### src/hw/axi_sram_pkg.sv
`default_nettype none

package axi_sram_pkg;

    // ==============================
    // Bus widths
    // ==============================
    localparam int ADDR_BITS = 32;
    localparam int DATA_BITS = 32;
    localparam int ID_BITS   = 4;
    localparam int LEN_BITS  = 8;

    // ==============================
    // Memory geometry
    // ==============================
    // 1024 words of 4 bytes
    localparam int MEM_ADDR_BITS = 10;
    localparam int MEM_WORDS     = 1 << MEM_ADDR_BITS;
    // Byte offset inside a word is dropped
    localparam int WORD_LSB      = 2;

    // Read response queue
    localparam int RQ_DEPTH    = 4;
    localparam int RQ_PTR_BITS = $clog2(RQ_DEPTH);
    // One extra bit so a full queue can be told from an empty one
    localparam int RQ_CNT_BITS = RQ_PTR_BITS + 1;

    // Only OKAY is ever returned
    localparam logic [1:0] RESP_OKAY = 2'b00;

    // Burst controller states, read side never uses ST_RESP
    typedef enum logic [1:0] {
        ST_IDLE,
        ST_DATA,
        ST_RESP
    } burst_state_e;

    typedef logic [MEM_ADDR_BITS-1:0] mem_addr_t;
    typedef logic [DATA_BITS-1:0]     data_t;
    typedef logic [ID_BITS-1:0]       id_t;

endpackage

`default_nettype wire

### src/hw/mem_ifs.sv
`timescale 1ns/1ps
`default_nettype none


// Read beat from the bank into the response queue
interface rd_beat_if;
    // No ready here, the queue must always take a beat
    logic                valid;
    axi_sram_pkg::data_t data;
    axi_sram_pkg::id_t   id;
    logic                last;
    // Queue can take one more beat beyond the one in flight
    logic                room;

    modport bank (output valid, output data, output id, output last, input room);
    modport queue (input valid, input data, input id, input last, output room);
endinterface

`default_nettype wire

### src/hw/read_resp_queue.sv
`timescale 1ns/1ps
`default_nettype none

module read_resp_queue (
    input  logic                 ACLK,
    input  logic                 ARESETn,
    rd_beat_if.queue             beat,
    // R channel
    output logic                 rvalid,
    output axi_sram_pkg::data_t  rdata,
    output axi_sram_pkg::id_t    rid,
    output logic                 rlast,
    input  logic                 rready
);

    // Entry storage, split by field
    axi_sram_pkg::data_t data_mem [axi_sram_pkg::RQ_DEPTH];
    axi_sram_pkg::id_t   id_mem   [axi_sram_pkg::RQ_DEPTH];
    logic                last_mem [axi_sram_pkg::RQ_DEPTH];

    logic [axi_sram_pkg::RQ_PTR_BITS-1:0] wr_ptr_q;
    logic [axi_sram_pkg::RQ_PTR_BITS-1:0] rd_ptr_q;
    logic [axi_sram_pkg::RQ_CNT_BITS-1:0] count_q;
    // Occupancy once the beat in flight lands
    logic [axi_sram_pkg::RQ_CNT_BITS-1:0] count_fill;

    logic push;
    logic pop;

    // Bank beats are never refused
    assign push = beat.valid;
    assign pop  = rvalid && rready;

    // ==============================
    // Flow control
    // ==============================
    // A read granted now lands one cycle later, so the beat
    // already on the wire must be counted too
    assign count_fill = count_q + axi_sram_pkg::RQ_CNT_BITS'(beat.valid);
    assign beat.room  = (count_fill < axi_sram_pkg::RQ_CNT_BITS'(axi_sram_pkg::RQ_DEPTH));

    // Head entry drives R
    assign rvalid = (count_q != '0);
    assign rdata  = data_mem[rd_ptr_q];
    assign rid    = id_mem[rd_ptr_q];
    assign rlast  = last_mem[rd_ptr_q];

    // Pointers and occupancy
    always_ff @(posedge ACLK or negedge ARESETn) begin
        if (!ARESETn) begin
            wr_ptr_q <= '0;
            rd_ptr_q <= '0;
            count_q  <= '0;
        end else begin
            if (push) begin
                wr_ptr_q <= wr_ptr_q + 1'b1;
            end
            if (pop) begin
                rd_ptr_q <= rd_ptr_q + 1'b1;
            end
            // Both at once leave the count alone
            if (push && !pop) begin
                count_q <= count_q + 1'b1;
            end else if (pop && !push) begin
                count_q <= count_q - 1'b1;
            end
        end
    end

    // Entry write, visible on R next cycle
    always_ff @(posedge ACLK) begin
        if (push) begin
            data_mem[wr_ptr_q] <= beat.data;
            id_mem[wr_ptr_q]   <= beat.id;
            last_mem[wr_ptr_q] <= beat.last;
        end
    end

endmodule

`default_nettype wire

### src/flat_wrapper.sv
// flat-port wrapper written by rule: the top's interface ports become plain ports
module read_resp_queue_flat 
  (ACLK, ARESETn, rvalid, rdata, rid, rlast, rready, beat_valid, beat_data, beat_id, beat_last, beat_room);
  rd_beat_if beat_i ();
  input  logic ACLK;
  input  logic ARESETn;
  output logic rvalid;
  output axi_sram_pkg::data_t rdata;
  output axi_sram_pkg::id_t rid;
  output logic rlast;
  input  logic rready;
  input wire logic [$bits(beat_i.valid)-1:0] beat_valid;
  input wire logic [$bits(beat_i.data)-1:0] beat_data;
  input wire logic [$bits(beat_i.id)-1:0] beat_id;
  input wire logic [$bits(beat_i.last)-1:0] beat_last;
  output wire logic [$bits(beat_i.room)-1:0] beat_room;
  assign beat_i.valid = beat_valid;
  assign beat_i.data = beat_data;
  assign beat_i.id = beat_id;
  assign beat_i.last = beat_last;
  assign beat_room = beat_i.room;
  read_resp_queue u_core (.ACLK(ACLK), .ARESETn(ARESETn), .beat(beat_i), .rvalid(rvalid), .rdata(rdata), .rid(rid), .rlast(rlast), .rready(rready));
endmodule
### config.mk
export PLATFORM = sky130hd
export DESIGN_NAME = read_resp_queue_flat
export DESIGN_NICKNAME = d
export VERILOG_FILES = /design/src/hw/axi_sram_pkg.sv /design/src/hw/mem_ifs.sv /design/src/hw/read_resp_queue.sv /design/src/flat_wrapper.sv
export SDC_FILE = /design/constraint.sdc
export NUM_CORES = 1
export LEC_CHECK = 0
export BUFFER_PORTS_ARGS = -buffer_cell sky130_fd_sc_hd__buf_2
export CAP_MARGIN = 20
export CORE_MARGIN = 2
export CORE_UTILIZATION = 40
export CTS_CLUSTER_SIZE = 24
export DETAILED_ROUTE_END_ITERATION = 10
export PLACE_DENSITY_LB_ADDON = 0.08
export RECOVER_POWER = 25
export SLEW_MARGIN = 20
export SYNTH_ARGS = -nofsm -noshare
export SYNTH_HDL_FRONTEND = slang
export SYNTH_SLANG_ARGS = --single-unit
### constraint.sdc
create_clock -name ACLK -period 1.8 [get_ports ACLK]
set_input_delay 0.18 -clock ACLK [delete_from_list [all_inputs] [get_ports ACLK]]
set_output_delay 0.18 -clock ACLK [all_outputs]
set_load 0.005 [all_outputs]
==> impl_results.html <==
<table>
<tr><th>Metric</th><th>Value</th></tr>
<tr><th colspan="2">Worst setup path</th></tr>
<tr><td>Delay-heaviest family, CP</td><td>multiplexers</td></tr>
<tr><td>Start-to-end type of the worst setup path</td><td>reg -&gt; out</td></tr>
<tr><td>Arrival time of data at the critical path endpoint</td><td>1.76 ns</td></tr>
<tr><td>Cell-by-cell listing of the critical path</td><td>buf_12 -&gt; buf_12 -&gt; mux4_2 -&gt; buf_2</td></tr>
<tr><td>Count of buffering cells on the critical path with inverters included</td><td>3</td></tr>
<tr><td>Kind of end point of the critical path</td><td>primary output</td></tr>
<tr><td>Cell type of the slowest stage on the worst timing path</td><td>mux4_2</td></tr>
<tr><td>Nature of the critical path startpoint</td><td>flip-flop</td></tr>
<tr><td>Cell repeated most along the worst path</td><td>buf_12</td></tr>
<tr><td>Crit path max fanout</td><td>8</td></tr>
<tr><td>Critical Path Max Stage Delay</td><td>0.50 ns</td></tr>
<tr><td>CP Data Required Time</td><td>1.62 ns</td></tr>
<tr><th colspan="2">Synthesis</th></tr>
<tr><td>Async set-or-reset flop fraction in the synthesized netlist</td><td>4.52%</td></tr>
<tr><td>Number of flops mapped to enable cells by yosys</td><td>148</td></tr>
<tr><td>Combined area of all synthesized cells</td><td>5730 um2</td></tr>
<tr><td>Most instantiated cells after synthesis</td><td>edfxtp_1, mux4_2, dfrtp_1</td></tr>
<tr><td>Nets in the synthesized netlist</td><td>275</td></tr>
<tr><td>Share of synthesized area occupied by flip-flops and latches</td><td>80.6%</td></tr>
<tr><td>Mean area per synthesized cell</td><td>25.1 um2</td></tr>
<tr><td>Top-count cell post-synth</td><td>edfxtp_1</td></tr>
<tr><td>Cell type with the largest total area after synthesis</td><td>edfxtp_1</td></tr>
<tr><td>Primary FF master, synth</td><td>edfxtp_1</td></tr>
<tr><td>Synthesized flop and latch total</td><td>155</td></tr>
<tr><td>Number of instances in the synthesized netlist</td><td>228</td></tr>
<tr><td>Synth area leaders</td><td>edfxtp_1, mux4_2, dfrtp_1</td></tr>
<tr><td>Unique masters post-synth</td><td>19</td></tr>
<tr><td>Warnings, synthesis</td><td>0</td></tr>
<tr><td>Portion of synthesized cell area occupied by the leading cell type</td><td>77.5%</td></tr>
<tr><th colspan="2">Floorplan</th></tr>
<tr><td>Placeable core area</td><td>13,900 um2</td></tr>
<tr><td>Core Rows</td><td>43</td></tr>
<tr><td>Starting density of the core</td><td>41.1%</td></tr>
<tr><td>Vert. Die Dim</td><td>124 um</td></tr>
<tr><td>X dimension of the die</td><td>124 um</td></tr>
<tr><td>Total Die Area</td><td>15,300 um2</td></tr>
<tr><td>I/O pin count</td><td>80</td></tr>
<tr><th colspan="2">Finish</th></tr>
<tr><td>Diode insertion count for antenna repair</td><td>0</td></tr>
<tr><td>Area delta synth-&gt;final</td><td>35.7%</td></tr>
<tr><td>Share of post-route cells with drive strength above 1</td><td>42.2%</td></tr>
<tr><td>Final non-filler cell total</td><td>583</td></tr>
<tr><td>Total number of nets in the final design</td><td>437</td></tr>
<tr><th colspan="2">Clock network</th></tr>
<tr><td>Clock tree sinks</td><td>155</td></tr>
<tr><td>Clock tree from TritonCTS</td><td>built</td></tr>
<tr><td>Maximum buffer depth of the clock tree</td><td>2</td></tr>
<tr><td>CTS clock-pin slew for the worst setup and hold paths</td><td>0.06 ns</td></tr>
<tr><td>Number of buffers created by CTS</td><td>17</td></tr>
<tr><td>Clock tree root buffer cell</td><td>clkbuf_16</td></tr>
<tr><td>Insertion delay to the later sink of the worst-skew pair</td><td>0.41 ns</td></tr>
<tr><td>H-tree depth</td><td>4</td></tr>
<tr><th colspan="2">Detailed routing</th></tr>
<tr><td>Remaining design rule violation count</td><td>0</td></tr>
<tr><td>Iter 0 DRT Violations</td><td>156</td></tr>
<tr><td>Detail Route Antenna Nets</td><td>0</td></tr>
<tr><td>Number of iterations in the first detailed-routing pass</td><td>4</td></tr>
<tr><td>Total routed wirelength</td><td>10,500 um</td></tr>
<tr><td>Via count normalized by instance count</td><td>4.73</td></tr>
<tr><td>Drt wl/cell</td><td>18.0 um</td></tr>
<tr><td>Via count of the routed design</td><td>2,760</td></tr>
<tr><th colspan="2">Place</th></tr>
<tr><td>Post-placement worst setup slack</td><td>-0.0705 ns</td></tr>
<tr><td>Cell count after placement</td><td>500</td></tr>
<tr><td>Number of buffers inserted by port buffering</td><td>79</td></tr>
<tr><td>Routability congestion estimate from global placement</td><td>0.715</td></tr>
<tr><td>Estimated wirelength of the detail-placed design</td><td>6330 um</td></tr>
<tr><th colspan="2">STA</th></tr>
<tr><td>Post-route clock period utilization</td><td>108%</td></tr>
<tr><td>Relative slew slack</td><td>75.5%</td></tr>
<tr><td>Skew final</td><td>0.00752 ns</td></tr>
<tr><td>Final-layout worst hold slack</td><td>0.0863 ns</td></tr>
<tr><td>Number of endpoints failing setup at the final stage</td><td>38</td></tr>
<tr><td>Setup WS post-layout</td><td>-0.139 ns</td></tr>
<tr><td>Unrepaired setup endpoints after global routing</td><td>true</td></tr>
<tr><td>Number of max-slew violations in the final report</td><td>0</td></tr>
<tr><td>Post-layout min period</td><td>1.94 ns</td></tr>
<tr><td>Final Hold Fails</td><td>0</td></tr>
<tr><td>Slew at the pin closest to its max-slew limit</td><td>0.368 ns</td></tr>
<tr><td>Summed negative setup slack over all endpoints</td><td>-4.08 ns</td></tr>
<tr><td>Upper clock frequency limit</td><td>0.516 GHz</td></tr>
<tr><th colspan="2">Global route</th></tr>
<tr><td>Number of global-route vias before repair</td><td>3,005</td></tr>
<tr><td>Pin count of the biggest net entering global routing</td><td>26</td></tr>
<tr><td>Wire length of the first global-routing pass</td><td>16,500 um</td></tr>
<tr><td>Global-route total usage across every layer</td><td>15.3%</td></tr>
<tr><td>Antenna violations before repair</td><td>0</td></tr>
<tr><td>Remaining global-route overflow</td><td>0</td></tr>
<tr><th colspan="2">Status</th></tr>
<tr><td>Outcome</td><td>complete, but fails checks</td></tr>
<tr><td>Violated checks</td><td>negative setup slack</td></tr>
<tr><th colspan="2">Power</th></tr>
<tr><td>Power per cell area</td><td>1620 nW/um2</td></tr>
<tr><td>Overall power of the completed layout</td><td>12.6 mW</td></tr>
<tr><td>Worst IR drop on VDD</td><td>848 uV</td></tr>
<tr><td>Static leakage power</td><td>2.75 nW</td></tr>
<tr><th colspan="2">Hold path</th></tr>
<tr><td>Tightest Hold Check Type</td><td>in -&gt; reg</td></tr>
<tr><th colspan="2">Job</th></tr>
<tr><td>Maximum Capacitance Violations</td><td>0</td></tr>
</table>
==> worst reg2reg max path: cells and delay by family, from the launching register on <==
kind	cells	cell delay, ns
XOR/XNOR	2	0.28
adder cells (fa/ha/maj)	2	0.45
buffers and inverters	1	0.04
flip-flops	1	0.37
AND/OR/NAND/NOR	3	0.60
==> report_power, final <==
part / switching [mW] / leakage (nW) / internal, mW
sequential: 0.186 / 1.44 / 4.73
combinational: 1.69 / 1.01 / 2.27
clock: 1.29 / 0.301 / 2.43
==> final cells by class <==
type	count	area [um2]
fill	1102	6150
clock buffer	25	485
sequential	155	4620
multi-input combinational	62	1080
timing repair buffer	151	1220
clock inverter	7	138
tap	180	225
inverter	3	11.3
==> flip-flops by register name, indices dropped and copies added (netlist names) <==
name	flops
u_core.id_mem	16
u_core.last_mem	4
u_core.data_mem	128
u_core.count_q	3
u_core.rd_ptr_q	2
u_core.wr_ptr_q	2
==> per-stage QoR <==
| stage | area (um2) | utilization (%) |
|---|---|---|
| after CTS | 7740 | 55.6 |
| after global placement | 6600 | 47.4 |
| after detailed placement | 6600 | 47.4 |
| final | 7780 | 55.8 |
| after global routing | 7780 | 55.8 |
| after floorplan | 5760 | - |
==> placed cells by master, fill, tap and decap left out <==
master and count:
edfxtp_1 148, buf_2 56, dlygate4sd3_1 38, mux4_2 37, clkbuf_1 24, buf_4 19, clkbuf_16 17, buf_12 11
buf_6 5, dfrtp_1 5, xor2_1 4, and2_2 4, ha_1 4, bufinv_16 4, xnor2_1 3, clkbuf_8 3
nand3_1 2, inv_1 2, clkinv_2 2, buf_16 2, dfrtp_2 2, or3_4 1, nand2_4 1, inv_2 1
mux2_2 1, nor2_1 1, nand2_1 1, o21ai_0 1, fa_2 1, ha_4 1, clkinvlp_4 1, buf_8 1
==> worst paths after layout <==
path                                                start                        endpoint  slack (ns)  cells past startpoint
max                        u_core.rd_ptr_q[0]$_DFFE_PN0P_                        rdata[7]       -0.14                      4
min                                                rready  u_core.rd_ptr_q[1]$_DFFE_PN0P_        0.09                      3
max reg2reg                 u_core.count_q[0]$_DFFE_PN0P_   u_core.count_q[2]$_DFFE_PN0P_       -0.03                      8
min reg2reg                u_core.wr_ptr_q[0]$_DFFE_PN0P_  u_core.wr_ptr_q[0]$_DFFE_PN0P_        0.53                      1
max in group asynchronous                         ARESETn  u_core.rd_ptr_q[0]$_DFFE_PN0P_        1.31                      2
min in group asynchronous                         ARESETn   u_core.count_q[2]$_DFFE_PN0P_        0.19                      2
==> kinds of logic (layout without fill, tap and decap cells) <==
| group | count (synthesis) | count (layout) | synth area share (%) |
|---|---|---|---|
| flip-flops | 155 | 155 | 80.6 |
| XOR/XNOR | 7 | 7 | 1.07 |
| adder cells (fa/ha/maj) | 6 | 6 | 1.44 |
| AND/OR/NAND/NOR | 10 | 10 | 0.917 |
| AO/OA/AOI/OAI | 1 | 1 | 0.0872 |
| buffers and inverters | 11 | 186 | 1.18 |
| multiplexers | 38 | 38 | 14.7 |
==> repair_timing <==
action / CTS / global route
gates cloned: 2 / 0
gates resized for setup: 6 / 5
pin swaps: 4 / 4
buffers inserted: 7 / 5
hold buffers: 38 / 0
endpoints found under the hold margin: 155 / 0
endpoints found under the setup margin: 39 / 39
==> routing by layer <==
| metal | track usage [%] | share of wire, % |
|---|---|---|
| met5 | 0 | 0 |
| met4 | 7.24 | 1.9 |
| met3 | 4.26 | 3.8 |
| met2 | 24.9 | 51 |
| met1 | 19.2 | 43 |
Power figures use the tool's default switching activity.
