[config.mk]
export PLATFORM = sky130hd
export DESIGN_NAME = read_burst_ctrl_flat
export DESIGN_NICKNAME = d
export VERILOG_FILES = /design/src/hw/axi_sram_pkg.sv /design/src/hw/mem_ifs.sv /design/src/hw/read_burst_ctrl.sv /design/src/flat_wrapper.sv
export SDC_FILE = /design/constraint.sdc
export NUM_CORES = 1
export LEC_CHECK = 0
export BUFFER_PORTS_ARGS = -buffer_cell sky130_fd_sc_hd__buf_4
export CORE_ASPECT_RATIO = 1.4
export CORE_MARGIN = 4
export CORE_UTILIZATION = 49
export CTS_BUF_LIST = sky130_fd_sc_hd__clkbuf_4 sky130_fd_sc_hd__clkbuf_8
export DETAILED_ROUTE_END_ITERATION = 8
export GPL_TIMING_DRIVEN = 1
export PLACE_DENSITY = 0.91
export SLEW_MARGIN = 20
export SYNTH_ARGS = -nofsm -noshare
export SYNTH_HDL_FRONTEND = slang
export SYNTH_SLANG_ARGS = --single-unit
export TNS_END_PERCENT = 20
[constraint.sdc]
create_clock -name ACLK -period 4.3 [get_ports ACLK]
set_input_delay 0.43 -clock ACLK [delete_from_list [all_inputs] [get_ports ACLK]]
set_output_delay 0.43 -clock ACLK [all_outputs]
set_load 0.05 [all_outputs]
[src/hw/axi_sram_pkg.sv]
`default_nettype none

package axi_sram_pkg;

    // ==============================
    // Bus widths
    // ==============================
    localparam int ADDR_BITS = 32;
    localparam int DATA_BITS = 32;
    localparam int ID_BITS   = 4;
    localparam int LEN_BITS  = 8;

    // ==============================
    // Memory geometry
    // ==============================
    // 1024 words of 4 bytes
    localparam int MEM_ADDR_BITS = 10;
    localparam int MEM_WORDS     = 1 << MEM_ADDR_BITS;
    // Byte offset inside a word is dropped
    localparam int WORD_LSB      = 2;

    // Read response queue
    localparam int RQ_DEPTH    = 4;
    localparam int RQ_PTR_BITS = $clog2(RQ_DEPTH);
    // One extra bit so a full queue can be told from an empty one
    localparam int RQ_CNT_BITS = RQ_PTR_BITS + 1;

    // Only OKAY is ever returned
    localparam logic [1:0] RESP_OKAY = 2'b00;

    // Burst controller states, read side never uses ST_RESP
    typedef enum logic [1:0] {
        ST_IDLE,
        ST_DATA,
        ST_RESP
    } burst_state_e;

    typedef logic [MEM_ADDR_BITS-1:0] mem_addr_t;
    typedef logic [DATA_BITS-1:0]     data_t;
    typedef logic [ID_BITS-1:0]       id_t;

endpackage

`default_nettype wire

[src/hw/mem_ifs.sv]
`timescale 1ns/1ps
`default_nettype none


// Read request from read controller into the bank
interface rd_req_if;
    logic                    valid;
    logic                    ready;
    axi_sram_pkg::mem_addr_t addr;
    axi_sram_pkg::id_t       id;
    // Marks the final request of a burst
    logic                    last;

    modport ctrl (output valid, output addr, output id, output last, input ready);
    modport bank (input valid, input addr, input id, input last, output ready);
endinterface


`default_nettype wire

[src/hw/read_burst_ctrl.sv]
`timescale 1ns/1ps
`default_nettype none

module read_burst_ctrl (
    input  logic                                ACLK,
    input  logic                                ARESETn,
    // AR channel
    input  logic                                arvalid,
    input  logic [axi_sram_pkg::ADDR_BITS-1:0]  araddr,
    input  axi_sram_pkg::id_t                   arid,
    input  logic [axi_sram_pkg::LEN_BITS-1:0]   arlen,
    output logic                                arready,
    // Request port into the bank
    rd_req_if.ctrl                              rd
);

    axi_sram_pkg::burst_state_e          state_q;
    axi_sram_pkg::mem_addr_t             addr_q;
    axi_sram_pkg::id_t                   id_q;
    // Requests still to go after the current one
    logic [axi_sram_pkg::LEN_BITS-1:0]   remain_q;

    logic ar_fire;
    logic rd_fire;

    assign arready = (state_q == axi_sram_pkg::ST_IDLE);
    assign ar_fire = arvalid && arready;

    // One request per cycle while the burst is open
    assign rd.valid = (state_q == axi_sram_pkg::ST_DATA);
    assign rd.addr  = addr_q;
    assign rd.id    = id_q;
    assign rd.last  = (remain_q == '0);
    assign rd_fire  = rd.valid && rd.ready;

    // ==============================
    // FSM
    // ==============================
    // Back to idle as soon as the final request is taken,
    // its beats may still sit in the response queue
    always_ff @(posedge ACLK or negedge ARESETn) begin
        if (!ARESETn) begin
            state_q <= axi_sram_pkg::ST_IDLE;
        end else if (ar_fire) begin
            state_q <= axi_sram_pkg::ST_DATA;
        end else if (rd_fire && rd.last) begin
            state_q <= axi_sram_pkg::ST_IDLE;
        end
    end

    // Burst address and count
    always_ff @(posedge ACLK) begin
        if (ar_fire) begin
            addr_q   <= araddr[axi_sram_pkg::WORD_LSB +: axi_sram_pkg::MEM_ADDR_BITS];
            id_q     <= arid;
            remain_q <= arlen;
        end else if (rd_fire) begin
            // Wraps at the top of the array
            addr_q   <= addr_q + 1'b1;
            remain_q <= remain_q - 1'b1;
        end
    end

endmodule

`default_nettype wire

[src/flat_wrapper.sv]
// flat-port wrapper written by rule: the top's interface ports become plain ports
module read_burst_ctrl_flat 
  (ACLK, ARESETn, arvalid, araddr, arid, arlen, arready, rd_valid, rd_addr, rd_id, rd_last, rd_ready);
  rd_req_if rd_i ();
  input  logic ACLK;
  input  logic ARESETn;
  input  logic arvalid;
  input  logic [axi_sram_pkg::ADDR_BITS-1:0] araddr;
  input  axi_sram_pkg::id_t arid;
  input  logic [axi_sram_pkg::LEN_BITS-1:0] arlen;
  output logic arready;
  output wire logic [$bits(rd_i.valid)-1:0] rd_valid;
  output wire logic [$bits(rd_i.addr)-1:0] rd_addr;
  output wire logic [$bits(rd_i.id)-1:0] rd_id;
  output wire logic [$bits(rd_i.last)-1:0] rd_last;
  input wire logic [$bits(rd_i.ready)-1:0] rd_ready;
  assign rd_valid = rd_i.valid;
  assign rd_addr = rd_i.addr;
  assign rd_id = rd_i.id;
  assign rd_last = rd_i.last;
  assign rd_i.ready = rd_ready;
  read_burst_ctrl u_core (.ACLK(ACLK), .ARESETn(ARESETn), .arvalid(arvalid), .araddr(araddr), .arid(arid), .arlen(arlen), .arready(arready), .rd(rd_i));
endmodule
==> key figures, run 1 <==
Timing
  • Setup Viol. Count Final: 0
  • Slew @ Worst Pin: 0.859 ns
  • Fin. max-slew vios: 0
  • Clock skew: 0.00125 ns
  • Final Hold Viols: 0
  • Fin Hold WS: 0.287 ns
  • Final period util: 58.5%
  • RSZ-0062 raised after global routing: no
  • Setup TNS Final: 0 ns
  • Fmax: 398 MHz
  • Slew HR: 42.7%
  • Fin crit period: between 2 and 3 ns

Logic synthesis
  • Synth top cells by count: 22 x edfxtp_1, 14 x nand2_1, 11 x nor2_1, 11 x o21ai_0, 8 x a31oi_1
  • FF+latch count, synth: 23
  • Compound-cell area share of the yosys netlist: 12.1%
  • Cells after synthesis: 113
  • Synth Warn #: 0
  • Syn Nets: around 160
  • Top_reg_cell synth: edfxtp_1
  • Post-synth EDFFs: 22
  • Syn avg cell area: 10.4 µm²
  • Post-Synth Adder-Cell Area: 2.13%
  • Yosys top cell by area: edfxtp_1
  • Cell with the most instances after synthesis: edfxtp_1
  • XOR/XNOR share of the synthesized area: 4.46%
  • Yosys cell types: 25
  • Post-synthesis simple-gate area fraction: between 10% and 20%
  • Sequential-to-total area share from yosys stat: 58.2%
  • Mux share of post-synthesis cell area: 0%
  • Top cells by area, synth: edfxtp_1 56%, o21ai_0 4.7%, nand2_1 4.5%
  • Async SR Flop Fraction: 4.35%
  • Syn Std Cell Area: 0.00118 mm²
  • Share of the synthesized area in the top cell type: a little under three fifths
  • Main combinational cell family by area after synthesis: simple AND/OR/NAND/NOR gates

Critical path
  • Critical path peak fanout: 24
  • Cell depth of the worst flop-to-flop path: 4
  • CP arrival: 2.69 ns
  • Critical path launch point type: register
  • Worst setup EP type: register
  • Critical path class: reg2reg
  • Req. time, crit path: 4.48 ns

Run
  • MaxCap Viol Count: 0

Finish
  • Post-layout util: 69.1%
  • # diodes: 0
  • Non-Filler Instances: roughly 180
  • Area Overhead vs Synth: 30.7%
  • Filler Cell Count: 175
  • Layout cells sized above 1: 29.7%
  • Final net count: 206

Clocking
  • CTS Buf Count: 3
  • CTS tree: built
  • Latest clock arrival within the worst-skew pair: 0.31 ns
  • Clk buf depth: 2
  • Reg clk slew, reported paths: roughly 0.12 ns
  • CTS root buf: clkbuf_4
  • Cts repair resizes: 0
  • H-tree depth: 1
  • Clk sinks: 23

Die
  • Die footprint: 0.00326 mm²
  • Initial Util: 52.9%
  • # IOs: 65
  • Row cnt: 20
  • Core ar.: between 0.002 and 0.0025 mm²
  • Die height: 66 µm
  • Die Wd: 49.4 µm

Placement
  • Count of buffers from port buffering: 42
  • Cells after DPL: 172
  • DP Wirelength: 1.98 mm
  • Gpl congestion: 0.734

Drt
  • Routed WL per cell: about 15 µm
  • Initial DRT Pass Iterations: 4
  • Via count: 1015
  • DRC: 0
  • Antenna Violating Nets Remaining: 0
  • 1st-iter DRT viols: 27
  • WL final: approximately 2.7 mm
  • Via density per instance: ~5.7

Power and ir drop
  • IR drop worst, VDD: approximately 0.00031 V
  • LEAKAGE: roughly 0.61 nW
  • Power Dens Cells: about 340 mW/mm²
  • Pwr Total: 0.522 mW

Global route
  • Largest net degree at the start of global routing: 25
  • Vias in the first global route: about 980
  • Global-route wire length before repair: 4.50 mm
  • GRT Overall Usage: between 10% and 20%
  • Initial antenna violation count: 0
  • GRT Residual Overflow: 0

Outcome
  • Status: finished, final reports clean

Min path
  • Hold Path Depth: 1
  • Hold Path Class: in2reg
kinds of logic (layout without fill, tap and decap cells):
| group | after synthesis | after routing |
|---|---|---|
| AO/OA/AOI/OAI | 25 | 25 |
| XOR/XNOR | 6 | 6 |
| adder cells (fa/ha/maj) | 2 | 2 |
| buffers and inverters | 9 | 51 |
| flip-flops | 23 | 23 |
| AND/OR/NAND/NOR | 48 | 48 |
placed cells by master, fill, tap and decap left out, types with 3 or more instances in the layout:
cell type | netlist | layout
buf_4 | 0 | 42
edfxtp_1 | 22 | 22
nand2_1 | 14 | 14
o21ai_0 | 11 | 11
nor2_1 | 11 | 11
a31oi_1 | 8 | 8
or3_1 | 6 | 6
nand3_1 | 6 | 6
inv_1 | 4 | 4
or4_1 | 4 | 4
xnor2_1 | 4 | 4
clkbuf_4 | 0 | 4
a21oi_1 | 3 | 3
final timing paths:
path                                     endpoint  slack [ns]               from
worst max register to register  u_core.rd.addr[7]        1.79  u_core.state_q[0]
worst min-delay path              u_core.rd.id[2]        0.29            arid[2]
worst max-delay path            u_core.rd.addr[7]        1.79  u_core.state_q[0]
min in group asynchronous       u_core.state_q[0]        0.42            ARESETn
worst min register to register  u_core.state_q[0]        0.59  u_core.state_q[0]
max in group asynchronous       u_core.state_q[0]        3.81            ARESETn
repair_timing:
item                                   4_1_cts  5_1_grt
hold buffers                                 1        0
endpoints found under the hold margin        1        0
setup buffers                                0        0
report_power, final:
part / internal, mW / total (mW) / switching [mW]
Combinational: 0.0490 / 0.120 / 0.0706
Sequential: 0.273 / 0.295 / 0.0223
Clock: 0.0425 / 0.107 / 0.0643
metal layers:
metal | share of wire, % | vias up | wire, µm | GRT usage, %
met3 | 6.8 | 4 | 183 | 3.61
met2 | 51 | 41 | 1390 | 32.6
met4 | 1.1 | 0 | 29 | 8.30
met5 | 0 | - | 0 | 0
met1 | 41 | 465 | 1110 | 20.5
li1 | - | 505 | - | -
final cells by class:
type	count	area [µm²]	area share (%)
Multi-Input combinational cell	81	455	29.6
Sequential cell	23	686	44.6
Tap cell	22	27.5	1.79
Timing Repair Buffer	43	325	21.1
Inverter	4	15.0	0.976
Clock buffer	4	30.0	1.95
registers in the layout, summed over array words and instances, names as in the netlist:
name             flops
u_core.rd.addr      10
u_core.state_q       1
u_core.remain_q      8
u_core.rd.id         4
critical path, stage by stage (launching register included):
cell	delay (ns)
dfrtp_1	0.44
nand2b_1	0.70
inv_1	0.50
or4_1	0.63
nand3_1	0.10
per-stage QoR:
step / area, µm² / setup slack (ns)
after detailed placement: 1500 / 1.80
final: 1540 / 1.79
after floorplan: 1180 / 1.38
after CTS: 1540 / 1.81
after global routing: 1540 / 1.55
after global placement: 1500 / 1.89
(Power assumes the default switching activity.)
==> run 2, diff against run 1 <==
Settings changed: ABC_AREA from default to 1, CORE_UTILIZATION 49 to 47, PLACE_DENSITY 0.91 to 0.86.
Clock period 4.3 ns to 2.5 ns, I/O delays scaled along.
==> run 2 against run 1 <==
  * Global-route usage decreased by 1.9 points
  * Register-to-register slack got worse by 0.87 ns
  * Largest power group unchanged
  * Critical path depth increased by 3
  * Area after synthesis increased by 9.9%
==> key figures, run 2 <==
Outcome
  • Status: finished, final reports clean

Critical path
  • Reg2reg setup slack: 0.92 ns (-0.87 ns)
  • Worst setup EP type: output port
  • R2R Path Start: u_core.state_q[0]
  • Req. time, crit path: 2.25 ns (-2.23 ns)
  • Worst r2r dst: u_core.rd.addr[4]
  • Critical path class: reg2out
  • Cell depth of the worst flop-to-flop path: 3 (-1)
  • CP cell instances: inv_1 > ha_1 > nand2_1 > inv_2 > nand3_1 > nor2_2 > buf_4
  • Critical path launch point type: register
  • Critical path peak fanout: 4 (-83%)
  • Worst stage delay on the critical path: 0.47 ns (-0.23 ns)
  • Crit-path slowest cell: edfxtp_1
  • CP arrival: 1.69 ns (-1.00 ns)

Logic synthesis
  • Synth Warn #: 0 (unchanged)
  • Post-synth EDFFs: 22 (unchanged)
  • Cells after synthesis: 145 (+28%)
  • Cell with the most instances after synthesis: nand2_1
  • Sequential-to-total area share from yosys stat: 53.0% (-5.2 points)
  • FF+latch count, synth: 23 (unchanged)
  • Syn Nets: 195 (+20%)
  • Top_reg_cell synth: edfxtp_1
  • Syn Std Cell Area: 0.00129 mm² (+9.9%)
  • Syn avg cell area: 8.92 µm² (-14%)
  • Share of the synthesized area in the top cell type: 51.1% (-5.0 points)
  • Top cells by area, synth: edfxtp_1 51%, nand2_1 13%, nand3_1 4.6%
  • Yosys top cell by area: edfxtp_1
  • Yosys cell types: 27 (+8.0%)
  • Async SR Flop Fraction: 4.35% (unchanged)
  • Synth top cells by count: 46 x nand2_1, 22 x edfxtp_1, 13 x inv_1

Power and ir drop
  • Power Dens Cells: 533 mW/mm² (+57%)
  • Pwr Total: 0.892 mW (+71%)
  • IR drop worst, VDD: 0.000463 V (+49%)
  • LEAKAGE: 0.757 nW (+25%)

Drt
  • 1st-iter DRT viols: 24 (-11%)
  • DRC: 0 (unchanged)
  • Antenna Violating Nets Remaining: 0 (unchanged)
  • WL final: 2.76 mm (+2.1%)
  • Via density per instance: 4.87 (-15%)
  • Initial DRT Pass Iterations: 4 (unchanged)
  • Via count: 1095 (+7.9%)
  • Routed WL per cell: 12.3 µm (-20%)

Die
  • Die height: 70.1 µm (+6.2%)
  • # IOs: 65 (unchanged)
  • Row cnt: 22 (+10%)
  • Initial Util: 49.0% (-3.9 points)
  • Core ar.: 0.00264 mm² (+19%)
  • Die Wd: 52.3 µm (+5.9%)
  • Die footprint: 0.00367 mm² (+12%)

Min path
  • Hold_sp: arid[2]
  • Hold Path Class: in2reg
  • Hold Path Depth: 1 (unchanged)
  • Hold EP: u_core.rd.id[2]

Clocking
  • CTS tree: built
  • Latest clock arrival within the worst-skew pair: 0.32 ns (about the same)
  • Hold buffer count at cts: 1 (unchanged)
  • CTS Buf Count: 3 (unchanged)
  • Clk sinks: 23 (unchanged)
  • Reg clk slew, reported paths: 0.13 ns (about the same)
  • Post-CTS Setup Repair Bufs: 0 (unchanged)
  • Cts repair resizes: 0 (unchanged)
  • Clk buf depth: 2 (unchanged)
  • H-tree depth: 1 (unchanged)
  • CTS root buf: clkbuf_4

Global route
  • GRT Residual Overflow: 0 (unchanged)
  • Layer with the highest usage: met2
  • Vias in the first global route: 1082 (+10%)
  • Global-route wire length before repair: 4.49 mm (-0.16%)
  • Initial antenna violation count: 0 (unchanged)
  • Met1 Track Usage GR: 15.6% (-4.9 points)
  • GRT Overall Usage: 16.2% (-1.9 points)
  • Largest net degree at the start of global routing: 30 (+20%)
  • Met2 usage in global routing: 32.0% (-0.51 points)
  • Met3 track demand over resource: 1.92% (-1.7 points)

Placement
  • Dpl ws: 0.910 ns (-0.888 ns)
  • Count of buffers from port buffering: 42 (unchanged)
  • DP Wirelength: 2.18 mm (+10%)
  • Gpl congestion: 0.758 (+3.3%)

Timing
  • Fin crit period: 1.94 ns
  • Final period util: between 70% and 80%
  • Setup ws final: 0.555 ns (-1.23 ns)
  • Slew @ Worst Pin: 0.744 ns (-0.115 ns)
  • Clock skew: 0.00951 ns (+0.00825 ns)
  • Fmax: between 500 and 600 MHz
  • Fin. max-slew vios: 0 (unchanged)
  • Setup Viol. Count Final: 0 (unchanged)
  • RSZ-0062 raised after global routing: no
  • Final Hold Viols: 0 (unchanged)
  • Setup TNS Final: 0 ns (unchanged)
  • Slew HR: 50.3% (+7.5 points)

Run
  • MaxCap Viol Count: 0 (unchanged)

Finish
  • Max reg flops: 10 (unchanged)
  • Most frequent cells in the layout: 46 x nand2_1, 42 x buf_4, 22 x edfxtp_1
  • Filler Cell Count: 260 (+49%)
  • Commonest non-fill, non-tap cell in the layout: nand2_1
  • Footprint of the multi-input gates: 518 µm² (+14%)
  • Reg area: 686 µm² (unchanged)
  • Layout cells sized above 1: 31.7% (+2.1 points)
  • Post-layout util: 63.4% (-5.7 points)
  • Area Overhead vs Synth: 29.4%
  • # diodes: 0 (unchanged)
  • Final net count: 240 (+17%)
## run 2: changes by cell type in the layout (fill, tap and decap cells not counted), moves of 4 or more
cell / previous run / this run
nor2_4: 0 / 4
inv_1: 4 / 13
nand2_1: 14 / 46
a31oi_1: 8 / 0
nand3_1: 6 / 12
o21ai_0: 11 / 1
or3_1: 6 / 0
or4_1: 4 / 0
o21ai_1: 0 / 6
## run 2: kinds of logic (layout without fill, tap and decap cells)
group | count (synthesis) | count (layout) | synth area share, %
xor+xnor | 2 | 2 | 1.35
buf+inv | 21 | 65 | 6.96
compound gates | 17 | 17 | 7.64
fa+ha+maj | 2 | 2 | 1.93
simple gates | 80 | 80 | 29.1
flops | 23 | 23 | 53.0
## run 2: layout make-up
class / count / area share [%]
Sequential cell: 23 / 41.0
Multi-Input combinational cell: 101 / 30.9
Timing Repair Buffer: 43 / 19.4
Inverter: 18 / 4.19
Tap cell: 36 / 2.69
Clock buffer: 3 / 1.35
Clock inverter: 1 / 0.448
## run 2: power by group
group	internal, mW	switching [mW]
clock network	0.0613	0.118
logic	0.0846	0.130
registers	0.464	0.0336
## run 2: worst max-delay path by stage
| stage | from | cells past startpoint | endpoint | slack (ns) |
|---|---|---|---|---|
| 2_1_floorplan | u_core.state_q[0] | 4 | u_core.rd.addr[0] | 0.55 |
| 3_3_place_gp | u_core.state_q[0] | 3 | u_core.rd.addr[1] | 0.94 |
| 3_5_place_dp | u_core.state_q[0] | 3 | u_core.rd.addr[1] | 0.91 |
| 4_1_cts | u_core.remain_q[1] | 7 | rd_last | 0.54 |
| 5_1_grt | u_core.remain_q[1] | 7 | rd_last | 0.43 |
| 6_report | u_core.remain_q[1] | 7 | rd_last | 0.56 |
## run 2: critical path, delay by kind of cell, from the launching register on
family                     cells  cell delay, ns
and+or+nand+nor                3            0.34
buffers and inverters          3            0.41
DFF                            1            0.47
adders and majority gates      1            0.16
## run 2: stage by stage
step / instance area, µm² / hold slack (ns) / cells
finish: 1670 / 0.0909 / 225
global route: 1670 / 0.0733 / 225
CTS: 1670 / 0.0883 / 225
detailed placement: 1630 / 0.0280 / 220
global placement: 1630 / 0.0256 / 220
floorplan: 1290 / -0.0456 / 145
## run 2: routing by layer
layer | vias up | routed length [µm]
met3 | 5 | 123
met1 | 498 | 1040
met4 | 0 | 51
li1 | 568 | -
met5 | - | 0
met2 | 24 | 1550
