`config.mk`:
```
export PLATFORM = sky130hd
export DESIGN_NAME = write_burst_ctrl_flat
export DESIGN_NICKNAME = d
export VERILOG_FILES = /design/src/hw/axi_sram_pkg.sv /design/src/hw/mem_ifs.sv /design/src/hw/write_burst_ctrl.sv /design/src/flat_wrapper.sv
export SDC_FILE = /design/constraint.sdc
export NUM_CORES = 1
export LEC_CHECK = 0
export ABC_AREA = 1
export BUFFER_PORTS_ARGS = -buffer_cell sky130_fd_sc_hd__buf_2
export CORE_MARGIN = 2
export CORE_UTILIZATION = 34
export CTS_BUF_LIST = sky130_fd_sc_hd__clkbuf_4 sky130_fd_sc_hd__clkbuf_8
export DETAILED_ROUTE_END_ITERATION = 8
export PLACE_DENSITY = 0.79
export REMOVE_ABC_BUFFERS = 1
export SETUP_SLACK_MARGIN = 0.05
export SLEW_MARGIN = 20
export SYNTH_ARGS = -nofsm -noshare
export SYNTH_HDL_FRONTEND = slang
export SYNTH_SLANG_ARGS = --single-unit
```
`constraint.sdc`:
```
create_clock -name ACLK -period 1.8 [get_ports ACLK]
set_input_delay 0.45 -clock ACLK [delete_from_list [all_inputs] [get_ports ACLK]]
set_output_delay 0.45 -clock ACLK [all_outputs]
set_load 0.005 [all_outputs]
```
`src/hw/axi_sram_pkg.sv`:
```
`default_nettype none

package axi_sram_pkg;

    // ==============================
    // Bus widths
    // ==============================
    localparam int ADDR_BITS = 32;
    localparam int DATA_BITS = 32;
    localparam int ID_BITS   = 4;
    localparam int LEN_BITS  = 8;

    // ==============================
    // Memory geometry
    // ==============================
    // 1024 words of 4 bytes
    localparam int MEM_ADDR_BITS = 10;
    localparam int MEM_WORDS     = 1 << MEM_ADDR_BITS;
    // Byte offset inside a word is dropped
    localparam int WORD_LSB      = 2;

    // Read response queue
    localparam int RQ_DEPTH    = 4;
    localparam int RQ_PTR_BITS = $clog2(RQ_DEPTH);
    // One extra bit so a full queue can be told from an empty one
    localparam int RQ_CNT_BITS = RQ_PTR_BITS + 1;

    // Only OKAY is ever returned
    localparam logic [1:0] RESP_OKAY = 2'b00;

    // Burst controller states, read side never uses ST_RESP
    typedef enum logic [1:0] {
        ST_IDLE,
        ST_DATA,
        ST_RESP
    } burst_state_e;

    typedef logic [MEM_ADDR_BITS-1:0] mem_addr_t;
    typedef logic [DATA_BITS-1:0]     data_t;
    typedef logic [ID_BITS-1:0]       id_t;

endpackage

`default_nettype wire

```
`src/hw/mem_ifs.sv`:
```
`timescale 1ns/1ps
`default_nettype none

// Write request from write controller into the bank
interface wr_req_if;
    logic                   valid;
    logic                   ready;
    axi_sram_pkg::mem_addr_t addr;
    axi_sram_pkg::data_t     data;

    modport ctrl (output valid, output addr, output data, input ready);
    modport bank (input valid, input addr, input data, output ready);
endinterface


`default_nettype wire

```
`src/hw/write_burst_ctrl.sv`:
```
`timescale 1ns/1ps
`default_nettype none

module write_burst_ctrl (
    input  logic                                   ACLK,
    input  logic                                   ARESETn,
    // AW channel
    input  logic                                   awvalid,
    input  logic [axi_sram_pkg::ADDR_BITS-1:0]     awaddr,
    input  axi_sram_pkg::id_t                      awid,
    input  logic [axi_sram_pkg::LEN_BITS-1:0]      awlen,
    output logic                                   awready,
    // W channel
    input  logic                                   wvalid,
    input  axi_sram_pkg::data_t                    wdata,
    input  logic                                   wlast,
    output logic                                   wready,
    // B channel
    input  logic                                   bready,
    output logic                                   bvalid,
    output axi_sram_pkg::id_t                      bid,
    // Request port into the bank
    wr_req_if.ctrl                                 wr
);

    axi_sram_pkg::burst_state_e state_q;
    axi_sram_pkg::burst_state_e state_d;
    axi_sram_pkg::mem_addr_t    addr_q;
    axi_sram_pkg::id_t          id_q;

    logic aw_fire;
    logic w_fire;

    // ==============================
    // Handshakes
    // ==============================
    // Only one burst at a time, AW taken in idle
    assign awready = (state_q == axi_sram_pkg::ST_IDLE);
    assign aw_fire = awvalid && awready;

    // W beat goes straight to the bank, so wready is the bank grant
    assign wready  = (state_q == axi_sram_pkg::ST_DATA) && wr.ready;
    assign w_fire  = wvalid && wready;

    // Write request
    assign wr.valid = (state_q == axi_sram_pkg::ST_DATA) && wvalid;
    assign wr.addr  = addr_q;
    assign wr.data  = wdata;

    // Response held in ST_RESP until bready
    assign bvalid = (state_q == axi_sram_pkg::ST_RESP);
    assign bid    = id_q;

    // ==============================
    // FSM
    // ==============================
    always_comb begin
        state_d = state_q;
        case (state_q)
            axi_sram_pkg::ST_IDLE: begin
                if (aw_fire) begin
                    state_d = axi_sram_pkg::ST_DATA;
                end
            end
            axi_sram_pkg::ST_DATA: begin
                // awlen is not counted, WLAST alone closes the burst
                if (w_fire && wlast) begin
                    state_d = axi_sram_pkg::ST_RESP;
                end
            end
            axi_sram_pkg::ST_RESP: begin
                if (bready) begin
                    state_d = axi_sram_pkg::ST_IDLE;
                end
            end
            default: state_d = axi_sram_pkg::ST_IDLE;
        endcase
    end

    always_ff @(posedge ACLK or negedge ARESETn) begin
        if (!ARESETn) begin
            state_q <= axi_sram_pkg::ST_IDLE;
        end else begin
            state_q <= state_d;
        end
    end

    // Word address and ID of the current burst
    always_ff @(posedge ACLK) begin
        if (aw_fire) begin
            // Upper address bits fall off, so the array wraps
            addr_q <= awaddr[axi_sram_pkg::WORD_LSB +: axi_sram_pkg::MEM_ADDR_BITS];
            id_q   <= awid;
        end else if (w_fire) begin
            addr_q <= addr_q + 1'b1;
        end
    end

endmodule

`default_nettype wire

```
`src/flat_wrapper.sv`:
```
// flat-port wrapper written by rule: the top's interface ports become plain ports
module write_burst_ctrl_flat 
  (ACLK, ARESETn, awvalid, awaddr, awid, awlen, awready, wvalid, wdata, wlast, wready, bready, bvalid, bid, wr_valid, wr_addr, wr_data, wr_ready);
  wr_req_if wr_i ();
  input  logic ACLK;
  input  logic ARESETn;
  input  logic awvalid;
  input  logic [axi_sram_pkg::ADDR_BITS-1:0] awaddr;
  input  axi_sram_pkg::id_t awid;
  input  logic [axi_sram_pkg::LEN_BITS-1:0] awlen;
  output logic awready;
  input  logic wvalid;
  input  axi_sram_pkg::data_t wdata;
  input  logic wlast;
  output logic wready;
  input  logic bready;
  output logic bvalid;
  output axi_sram_pkg::id_t bid;
  output wire logic [$bits(wr_i.valid)-1:0] wr_valid;
  output wire logic [$bits(wr_i.addr)-1:0] wr_addr;
  output wire logic [$bits(wr_i.data)-1:0] wr_data;
  input wire logic [$bits(wr_i.ready)-1:0] wr_ready;
  assign wr_valid = wr_i.valid;
  assign wr_addr = wr_i.addr;
  assign wr_data = wr_i.data;
  assign wr_i.ready = wr_ready;
  write_burst_ctrl u_core (.ACLK(ACLK), .ARESETn(ARESETn), .awvalid(awvalid), .awaddr(awaddr), .awid(awid), .awlen(awlen), .awready(awready), .wvalid(wvalid), .wdata(wdata), .wlast(wlast), .wready(wready), .bready(bready), .bvalid(bvalid), .bid(bid), .wr(wr_i));
endmodule
```
==> results.txt, run 1 <==
The worst reg-to-reg setup slack came out at 0.30 ns. The maximum number of pins on one net before global-route repair came out at 17. In the final layout, the multi-input gates occupy 329.1 um2.

The power per unit of standard cell area is 1277 nW/um2. The critical path ends at wready. In the final timing run, aggregate negative setup slack is 0 ns.

The number of global-route vias before repair is 667. The number of hold violations in the final report came to 0. The worst-case headroom to the max-slew limit came out at 68.15%. The count of input and output buffers came out at 38. The buffer count from post-CTS setup fixing came out at 0. The root buffer selected by CTS is sky130_fd_sc_hd__clkbuf_4. The count of endpoints failing setup in the final report came out at 0. Of all nets on the critical path, the largest fanout is 3. A synthesized cell averages 8.417 um2. The area of all sequential standard cells came out at 470.5 um2. The number of placed I/O pins came out at 133.

The launching element type of the critical path is a register. The min-delay analysis places its worst path in the category in -> reg. TritonCTS created 3 clock buffers. The total wire length is 3304 um. The average wire per standard cell is 17.76 um. In this run the worst setup path begins at u_core.state_q[1].

The initial detailed-routing violation count is 17. The met1 layer usage reported by global route is 12.38%. In this run the critical register-to-register path is launched from u_core.state_q[1]. The smallest clock period supported by the final layout is computed as 1.621 ns. The initial utilization of the core area, before any placement, comes to 36.10%. The vias per cell came out at 4.414. The routability congestion estimate from global placement came out at 0.7912. The logic depth of the worst register-to-register path is 5. The number of inserted filler cells in the final layout came out at 329. Ranked by total cell area, the synthesized netlist is headed by sky130_fd_sc_hd__edfxtp_1 (38%), sky130_fd_sc_hd__buf_4 (23%), sky130_fd_sc_hd__nand2_1 (11%). The die width is 61.17 um. For this run, the total global-route usage over all layers was measured as 17.11%. The critical path required time is 1.35 ns. The number of detailed-routing iterations run before antenna repair is 4. At the pin with the least slew margin, the transition time is 0.4773 ns. The floorplan has 20 rows.

The maximum clock skew at final layout came out at 0.002520 ns. The met2 track utilization from global routing is 30.70%. Clock latency on the worst-skew pair, taken at its later pin, is 0.28 ns. The met3 global-route usage came out at 10.29%. The initial antenna violation count came out at 0. The run finished with clean final reports. The number of antenna diodes in the final layout is 0.

The non-filler instance count after layout came out at 186. The endpoint of the most critical register-to-register path is u_core.wr.addr[4]. The biggest area contributor in the post-synthesis netlist is sky130_fd_sc_hd__edfxtp_1. The wire length of the first global-routing pass is 4202 um.

The total overflow left after global routing is 0. Setup repair after global routing left no endpoint under its margin. The clock sink count is 16. The maximum achievable frequency came out at 0.6170 GHz. The clock-pin slew on the worst setup and hold paths is 0.09 ns.

The post-route DRC violation count is 0. Once placement completed, the tool counted placed cells totaling 181. The number of warning messages in the yosys log came out at 0. The leakage power figure is 0.0005718 uW. The core box area is 3078 um2. STA classifies the critical path endpoint as a primary output. In this run the number of H-tree levels came out at 1. The net total in the final layout came out at 227. The worst voltage drop across the vdd grid came out at 0.0005297 V.

The global routing stage identified its most utilized layer as met2. Once layout is done, the placed cells without fillers occupy 1145 um2. The number of nets still failing antenna checks after routing came out at 0.

The endpoint arrival time on the critical path came out at 1.17 ns. The part of the Yosys area used for sequential elements came out at 42.34%. The die outline area came out at 3741 um2. The post-layout utilization of the core is 37.20%. The area growth from synthesis to final layout came out at 3.041%. The post-route netlist has 35.21% of its cells at a drive strength greater than 1. The path type of the worst setup path is reg -> out.

TritonCTS built the clock tree. The die boundary height is 61.17 um. The count of different cell masters after synthesis is 20.

The cell area after technology mapping came out at 1111 um2. The area after detailed placement came out at 1109 um2. The period utilization came out at 90.04%. No sink is reached through more buffers than the 2 on the longest clock path. The number of max-cap violations came out at 0. The synthesized flop and latch total is 16. The HPWL after detailed placement is 2883 um. Summed over its instances, the top area cell type makes up 37.84% of the synthesized netlist area.

The number of slew-limit violations in the final report is 0. The final route contains 821 vias. The number of cells produced by synthesis is 132.
[repair_timing]
action                                  in CTS  in global routing
endpoints found under the setup margin       0                  0
resized for setup                            0                  0
hold buffers                                 1                  0
endpoints found under the hold margin        2                  0
[flip-flops by register name, summed over array words and instances, names as in the netlist]
signal          count
u_core.wr.addr     10
u_core.state_q      2
u_core.bid          4
[routing by layer]
metal  wire length [um]  share of wire, %  up-vias
met5                  0                 0        -
met4                265               8.0        0
met3                613                19       12
met2               1628                49       48
met1                797                24      351
li1                   -                 -      410
[Yosys cell counts]
| cell | count |
|---|---|
| sky130_fd_sc_hd__a31oi_1 | 1 |
| sky130_fd_sc_hd__o21ai_2 | 1 |
| sky130_fd_sc_hd__inv_1 | 14 |
| sky130_fd_sc_hd__nand2_1 | 32 |
| sky130_fd_sc_hd__nor2_2 | 2 |
| sky130_fd_sc_hd__inv_2 | 1 |
| sky130_fd_sc_hd__xor2_1 | 1 |
| sky130_fd_sc_hd__a21o_2 | 1 |
| sky130_fd_sc_hd__edfxtp_1 | 14 |
| sky130_fd_sc_hd__nand3_1 | 10 |
| sky130_fd_sc_hd__nor2_4 | 1 |
| sky130_fd_sc_hd__o21bai_1 | 1 |
| sky130_fd_sc_hd__dfrtp_1 | 2 |
| sky130_fd_sc_hd__nor2_1 | 6 |
| sky130_fd_sc_hd__o21ai_0 | 4 |
| sky130_fd_sc_hd__nand2_2 | 2 |
| sky130_fd_sc_hd__ha_1 | 1 |
| sky130_fd_sc_hd__xnor2_1 | 1 |
| sky130_fd_sc_hd__nand4_1 | 3 |
| sky130_fd_sc_hd__buf_4 | 34 |
[worst min path at each step]
stage	from	endpoint	slack (ns)	depth (start not counted)
after CTS	awid[0]	u_core.bid[0]	0.33	1
after global placement	ARESETn	u_core.state_q[0]	0.24	1
after detailed placement	ARESETn	u_core.state_q[0]	0.24	1
final	awid[1]	u_core.bid[1]	0.34	1
after floorplan	ARESETn	u_core.state_q[0]	0.15	0
after global routing	awid[0]	u_core.bid[0]	0.31	1
[stage by stage]
step,power (uW),hold WS [ns],worst slack (ns)
after floorplan,1049,0.1544,0.4117
after global placement,1268,0.2367,0.3126
after detailed placement,1286,0.2361,0.3052
after CTS,1478,0.3336,0.1758
after global routing,1602,0.3142,0.07481
final,1462,0.3417,0.1792
[cell type report]
cell class                 instances  area share, %
inverter                          15          4.918
sequential                        16          41.09
multi-input combinational         67          28.74
tap                               44          4.809
clock inverter                     1         0.3279
timing repair buffer              40          18.14
clock buffer                       3          1.967
[cells in the final DEF, fill, tap and decap left out, types with 3 or more instances in the layout]
master	synthesis	routed
sky130_fd_sc_hd__buf_2	0	38
sky130_fd_sc_hd__nand4_1	3	3
sky130_fd_sc_hd__o21ai_0	4	4
sky130_fd_sc_hd__clkbuf_4	0	3
sky130_fd_sc_hd__nand3_1	10	10
sky130_fd_sc_hd__inv_1	14	14
sky130_fd_sc_hd__edfxtp_1	14	14
sky130_fd_sc_hd__nor2_1	6	6
sky130_fd_sc_hd__nand2_1	32	32
[report_power, final]
| part | internal, uW | switching (uW) |
|---|---|---|
| Sequential | 581 | 118 |
| Clock | 80.3 | 110 |
| Combinational | 243 | 330 |
[cell families after synthesis]
| kind of cell | after synthesis | synth area share, % |
|---|---|---|
| DFF | 16 | 42.34 |
| buffers and inverters | 49 | 28.04 |
| xor gates and xnor gates | 2 | 1.577 |
| AOI/OAI and AO/OA | 8 | 4.618 |
| adders and majority gates | 1 | 1.126 |
| and+or+nand+nor | 56 | 22.30 |
[worst max-delay path: stages (launching register included)]
cell	delay (ns)
sky130_fd_sc_hd__dfrtp_1	0.41
sky130_fd_sc_hd__nor2_1	0.17
sky130_fd_sc_hd__inv_1	0.07
sky130_fd_sc_hd__nor2_1	0.11
sky130_fd_sc_hd__buf_2	0.13
Power figures use the tool's default switching activity.
==> run 2: changes to the inputs <==
- BUFFER_PORTS_ARGS: -buffer_cell sky130_fd_sc_hd__buf_2 -> unset
- CORE_AREA: unset -> 2 2 51 53
- CORE_MARGIN: 2 -> unset
- CORE_UTILIZATION: 34 -> unset
- DIE_AREA: unset -> 0 0 53 55
- DONT_BUFFER_PORTS: unset -> 1
- PLACE_DENSITY: 0.79 -> 0.58
==> run 2 against run 1 <==
Compared with the run above: clock power rose by 4%; final area down 18%; first-iteration DRC count fell by 53%; critical path depth grew 1; sequential power grew 4.3%; combinational power shrank 23%; cell count is 28% lower; global-route usage is 5.9 points higher; worst setup slack improved by 0.031 ns; via count shrank 12%; core utilization rose by 2.4 points; flip-flop and latch count is the same; critical path type is now reg -> reg; critical endpoint is now u_core.wr.addr[5]; highest routed layer is now met5.
==> results.txt, run 2 (same netlist as run 1, synthesis figures left out) <==
The number of slew-limit violations in the final report is 0. The leakage power figure came out at 0.0004184 uW. The time the final worst path needs with I/O delays and setup came out at 1.590 ns. 133 I/O pins were placed. The maximum achievable frequency is 0.6290 GHz.

Counting both buffers and inverters, the worst setup path holds a total of 1. The root buffer cell chosen for the clock tree is sky130_fd_sc_hd__clkbuf_4. Setup repair after global routing left no endpoint under its margin. The filler cells instantiated in the layout total 265. The maximum number of pins on one net before global-route repair is 17. Leaving out fill and tap cells, the most frequent cell in the layout is sky130_fd_sc_hd__nand2_1. The routability congestion estimate from global placement is 0.7527. The final sum of negative setup slack is 0 ns. The die outline area came out at 2915 um2. The share of final-layout standard cells stronger than drive strength 1 came out at 11.54%. The worst setup path is launched from a register. The period utilization came out at 88.33%. The clock sink count came out at 16.

Counting buffers and inverters, the worst setup path is 5 cells deep. The worst setup path is of the reg -> reg kind. The worst-path cell with the longest stage delay is sky130_fd_sc_hd__dfrtp_1. The count of input and output buffers is 0. The vias per cell is 5.403. The signal on the critical path passes through nor2_1 -> inv_1 -> nor2_1 -> nand2_1 -> nand2_1. The initial antenna violation count was 0. The first global-routing pass estimated 4181 um of wire. The number of flip-flops under the largest register name came out at 10. The maximum single-stage delay on the critical path came out at 0.41 ns. The buffer count from post-CTS setup fixing is 0.

The die width is 53 um. Final hold analysis gives a worst-case slack of 0.2474 ns. The area growth from synthesis to final layout came out at -15.65%.

At the worst endpoint, the arrival time is 1.53 ns. The row count is 18. The slew of the pin with the lowest slew margin came out at 0.4808 ns. The number of hold violations in the final report is 0. The number of H-tree branching levels came out at 1. The top fanout value on the critical path came out at 10. The number of buffers created by CTS is 3. At the worst endpoint, the required time is 1.74 ns. The final layout contains routed wiring with a total length of 3365 um.

Summing over every cut layer, the via total after detailed routing is 724. The number of max-cap violations is 0. The insertion delay to the later sink of the worst-skew pair is 0.29 ns. The number of gates resized after CTS was 0. The number of detailed-routing iterations run before antenna repair is 4. In this design, the largest share of critical-path delay is due to simple AND/OR/NAND/NOR gates. The worst-case IR drop observed on VDD is 0.0006485 V. The HPWL after detailed placement came out at 2940 um.

The maximum clock skew at final layout is 0.004806 ns. The effective utilization at floorplan is 46.98%. The core region is 2365 um2. The flow ran to the end, and the final reports show no timing, DRC or antenna violations. STA classifies the critical path endpoint as a register.

The number of global-route vias before repair came to 654. Global routing finished with a remaining overflow of 0. Global routing consumed, over all layers together, 23.05% of the routing resources. After detailed routing, the average wire length per cell comes to 25.11 um. Setup violations remaining at the end of the flow were counted as 0.

TritonCTS built the clock tree. The net total in the final layout is 189. The type of the worst min-delay path is in -> reg.

The power per unit of standard cell area came out at 1459 nW/um2. In the routed design, unresolved DRC markers number 0. The top cell types in the final layout, fill and taps aside, are sky130_fd_sc_hd__nand2_1 (32), sky130_fd_sc_hd__inv_1 (14), sky130_fd_sc_hd__edfxtp_1 (14). The number of antenna diodes in the final layout is 0. The count of nets left with antenna violations once routing finished came out at 0. The logic depth of the worst register-to-register path is 5.

The initial detailed-routing violation count is 8. The worst hold path cell count is 0. The die boundary height came out at 55 um. No sink is reached through more buffers than the 2 on the longest clock path. The clock-pin slew on the worst setup and hold paths came out at 0.10 ns.

The worst-case headroom to the max-slew limit came out at 67.87%.
[run 2: cell types whose count changed in the layout (fill, tap and decap cells not counted)]
cell	previous run	this run
sky130_fd_sc_hd__buf_2	38	0
[run 2: final timing paths]
path | startpoint | end | slack [ns]
max reg2reg | u_core.state_q[1] | u_core.wr.addr[5] | 0.21
min in group asynchronous | ARESETn | u_core.state_q[0] | 0.38
max | u_core.state_q[1] | u_core.wr.addr[5] | 0.21
min reg2reg | u_core.state_q[0] | u_core.state_q[1] | 0.60
min | awid[0] | u_core.bid[0] | 0.25
max in group asynchronous | ARESETn | u_core.state_q[1] | 1.30
[run 2: metrics by stage]
step / worst slack (ns) / power, uW / utilization, % / cells / cell area [um2]
after floorplan: 0.4117 / 1049 / - / 98 / 855.8
after CTS: 0.1858 / 1378 / 39.63 / 134 / 937.1
after global routing: 0.08757 / 1480 / 39.63 / 134 / 937.1
after detailed placement: 0.2016 / 1181 / 38.10 / 129 / 900.9
after global placement: 0.2728 / 1158 / 38.10 / 129 / 900.9
final: 0.2101 / 1367 / 39.63 / 134 / 937.1
[run 2: power breakdown]
group | total [uW] | switching, uW | leakage, uW | internal, uW
Combinational | 440 | 284 | 0.000246 | 155
Clock | 198 | 118 | 0.0000154 | 80.6
Sequential | 729 | 147 | 0.000157 | 582
Total | 1370 | 549 | 0.000418 | 818
[run 2: cell type report]
type | instances | area [um2] | share of cell area, %
Clock buffer | 3 | 22.52 | 2.403
Clock inverter | 1 | 3.754 | 0.4005
Inverter | 15 | 56.30 | 6.008
Multi-Input combinational cell | 67 | 329.1 | 35.11
Sequential cell | 16 | 470.5 | 50.20
Tap cell | 30 | 37.54 | 4.005
Timing Repair Buffer | 2 | 17.52 | 1.869
[run 2: timing repair]
action	CTS	global route
setup endpoints to repair	0	0
hold endpoints to repair	2	0
hold buffers	1	0
[run 2: per-layer routing]
| metal | up-vias | track usage (%) | wire length (um) |
|---|---|---|---|
| met5 | - | 10.42 | 40 |
| li1 | 333 | - | - |
| met3 | 17 | 11.02 | 510 |
| met1 | 312 | 15.01 | 752 |
| met4 | 2 | 21.37 | 292 |
| met2 | 60 | 44.38 | 1769 |
[run 2: worst reg2reg max path, stage by stage, from the launching register on]
cell and delay (ns):
sky130_fd_sc_hd__dfrtp_1 0.41, sky130_fd_sc_hd__nor2_1 0.17, sky130_fd_sc_hd__inv_1 0.07, sky130_fd_sc_hd__nor2_1 0.15, sky130_fd_sc_hd__nand2_1 0.07, sky130_fd_sc_hd__nand2_1 0.37
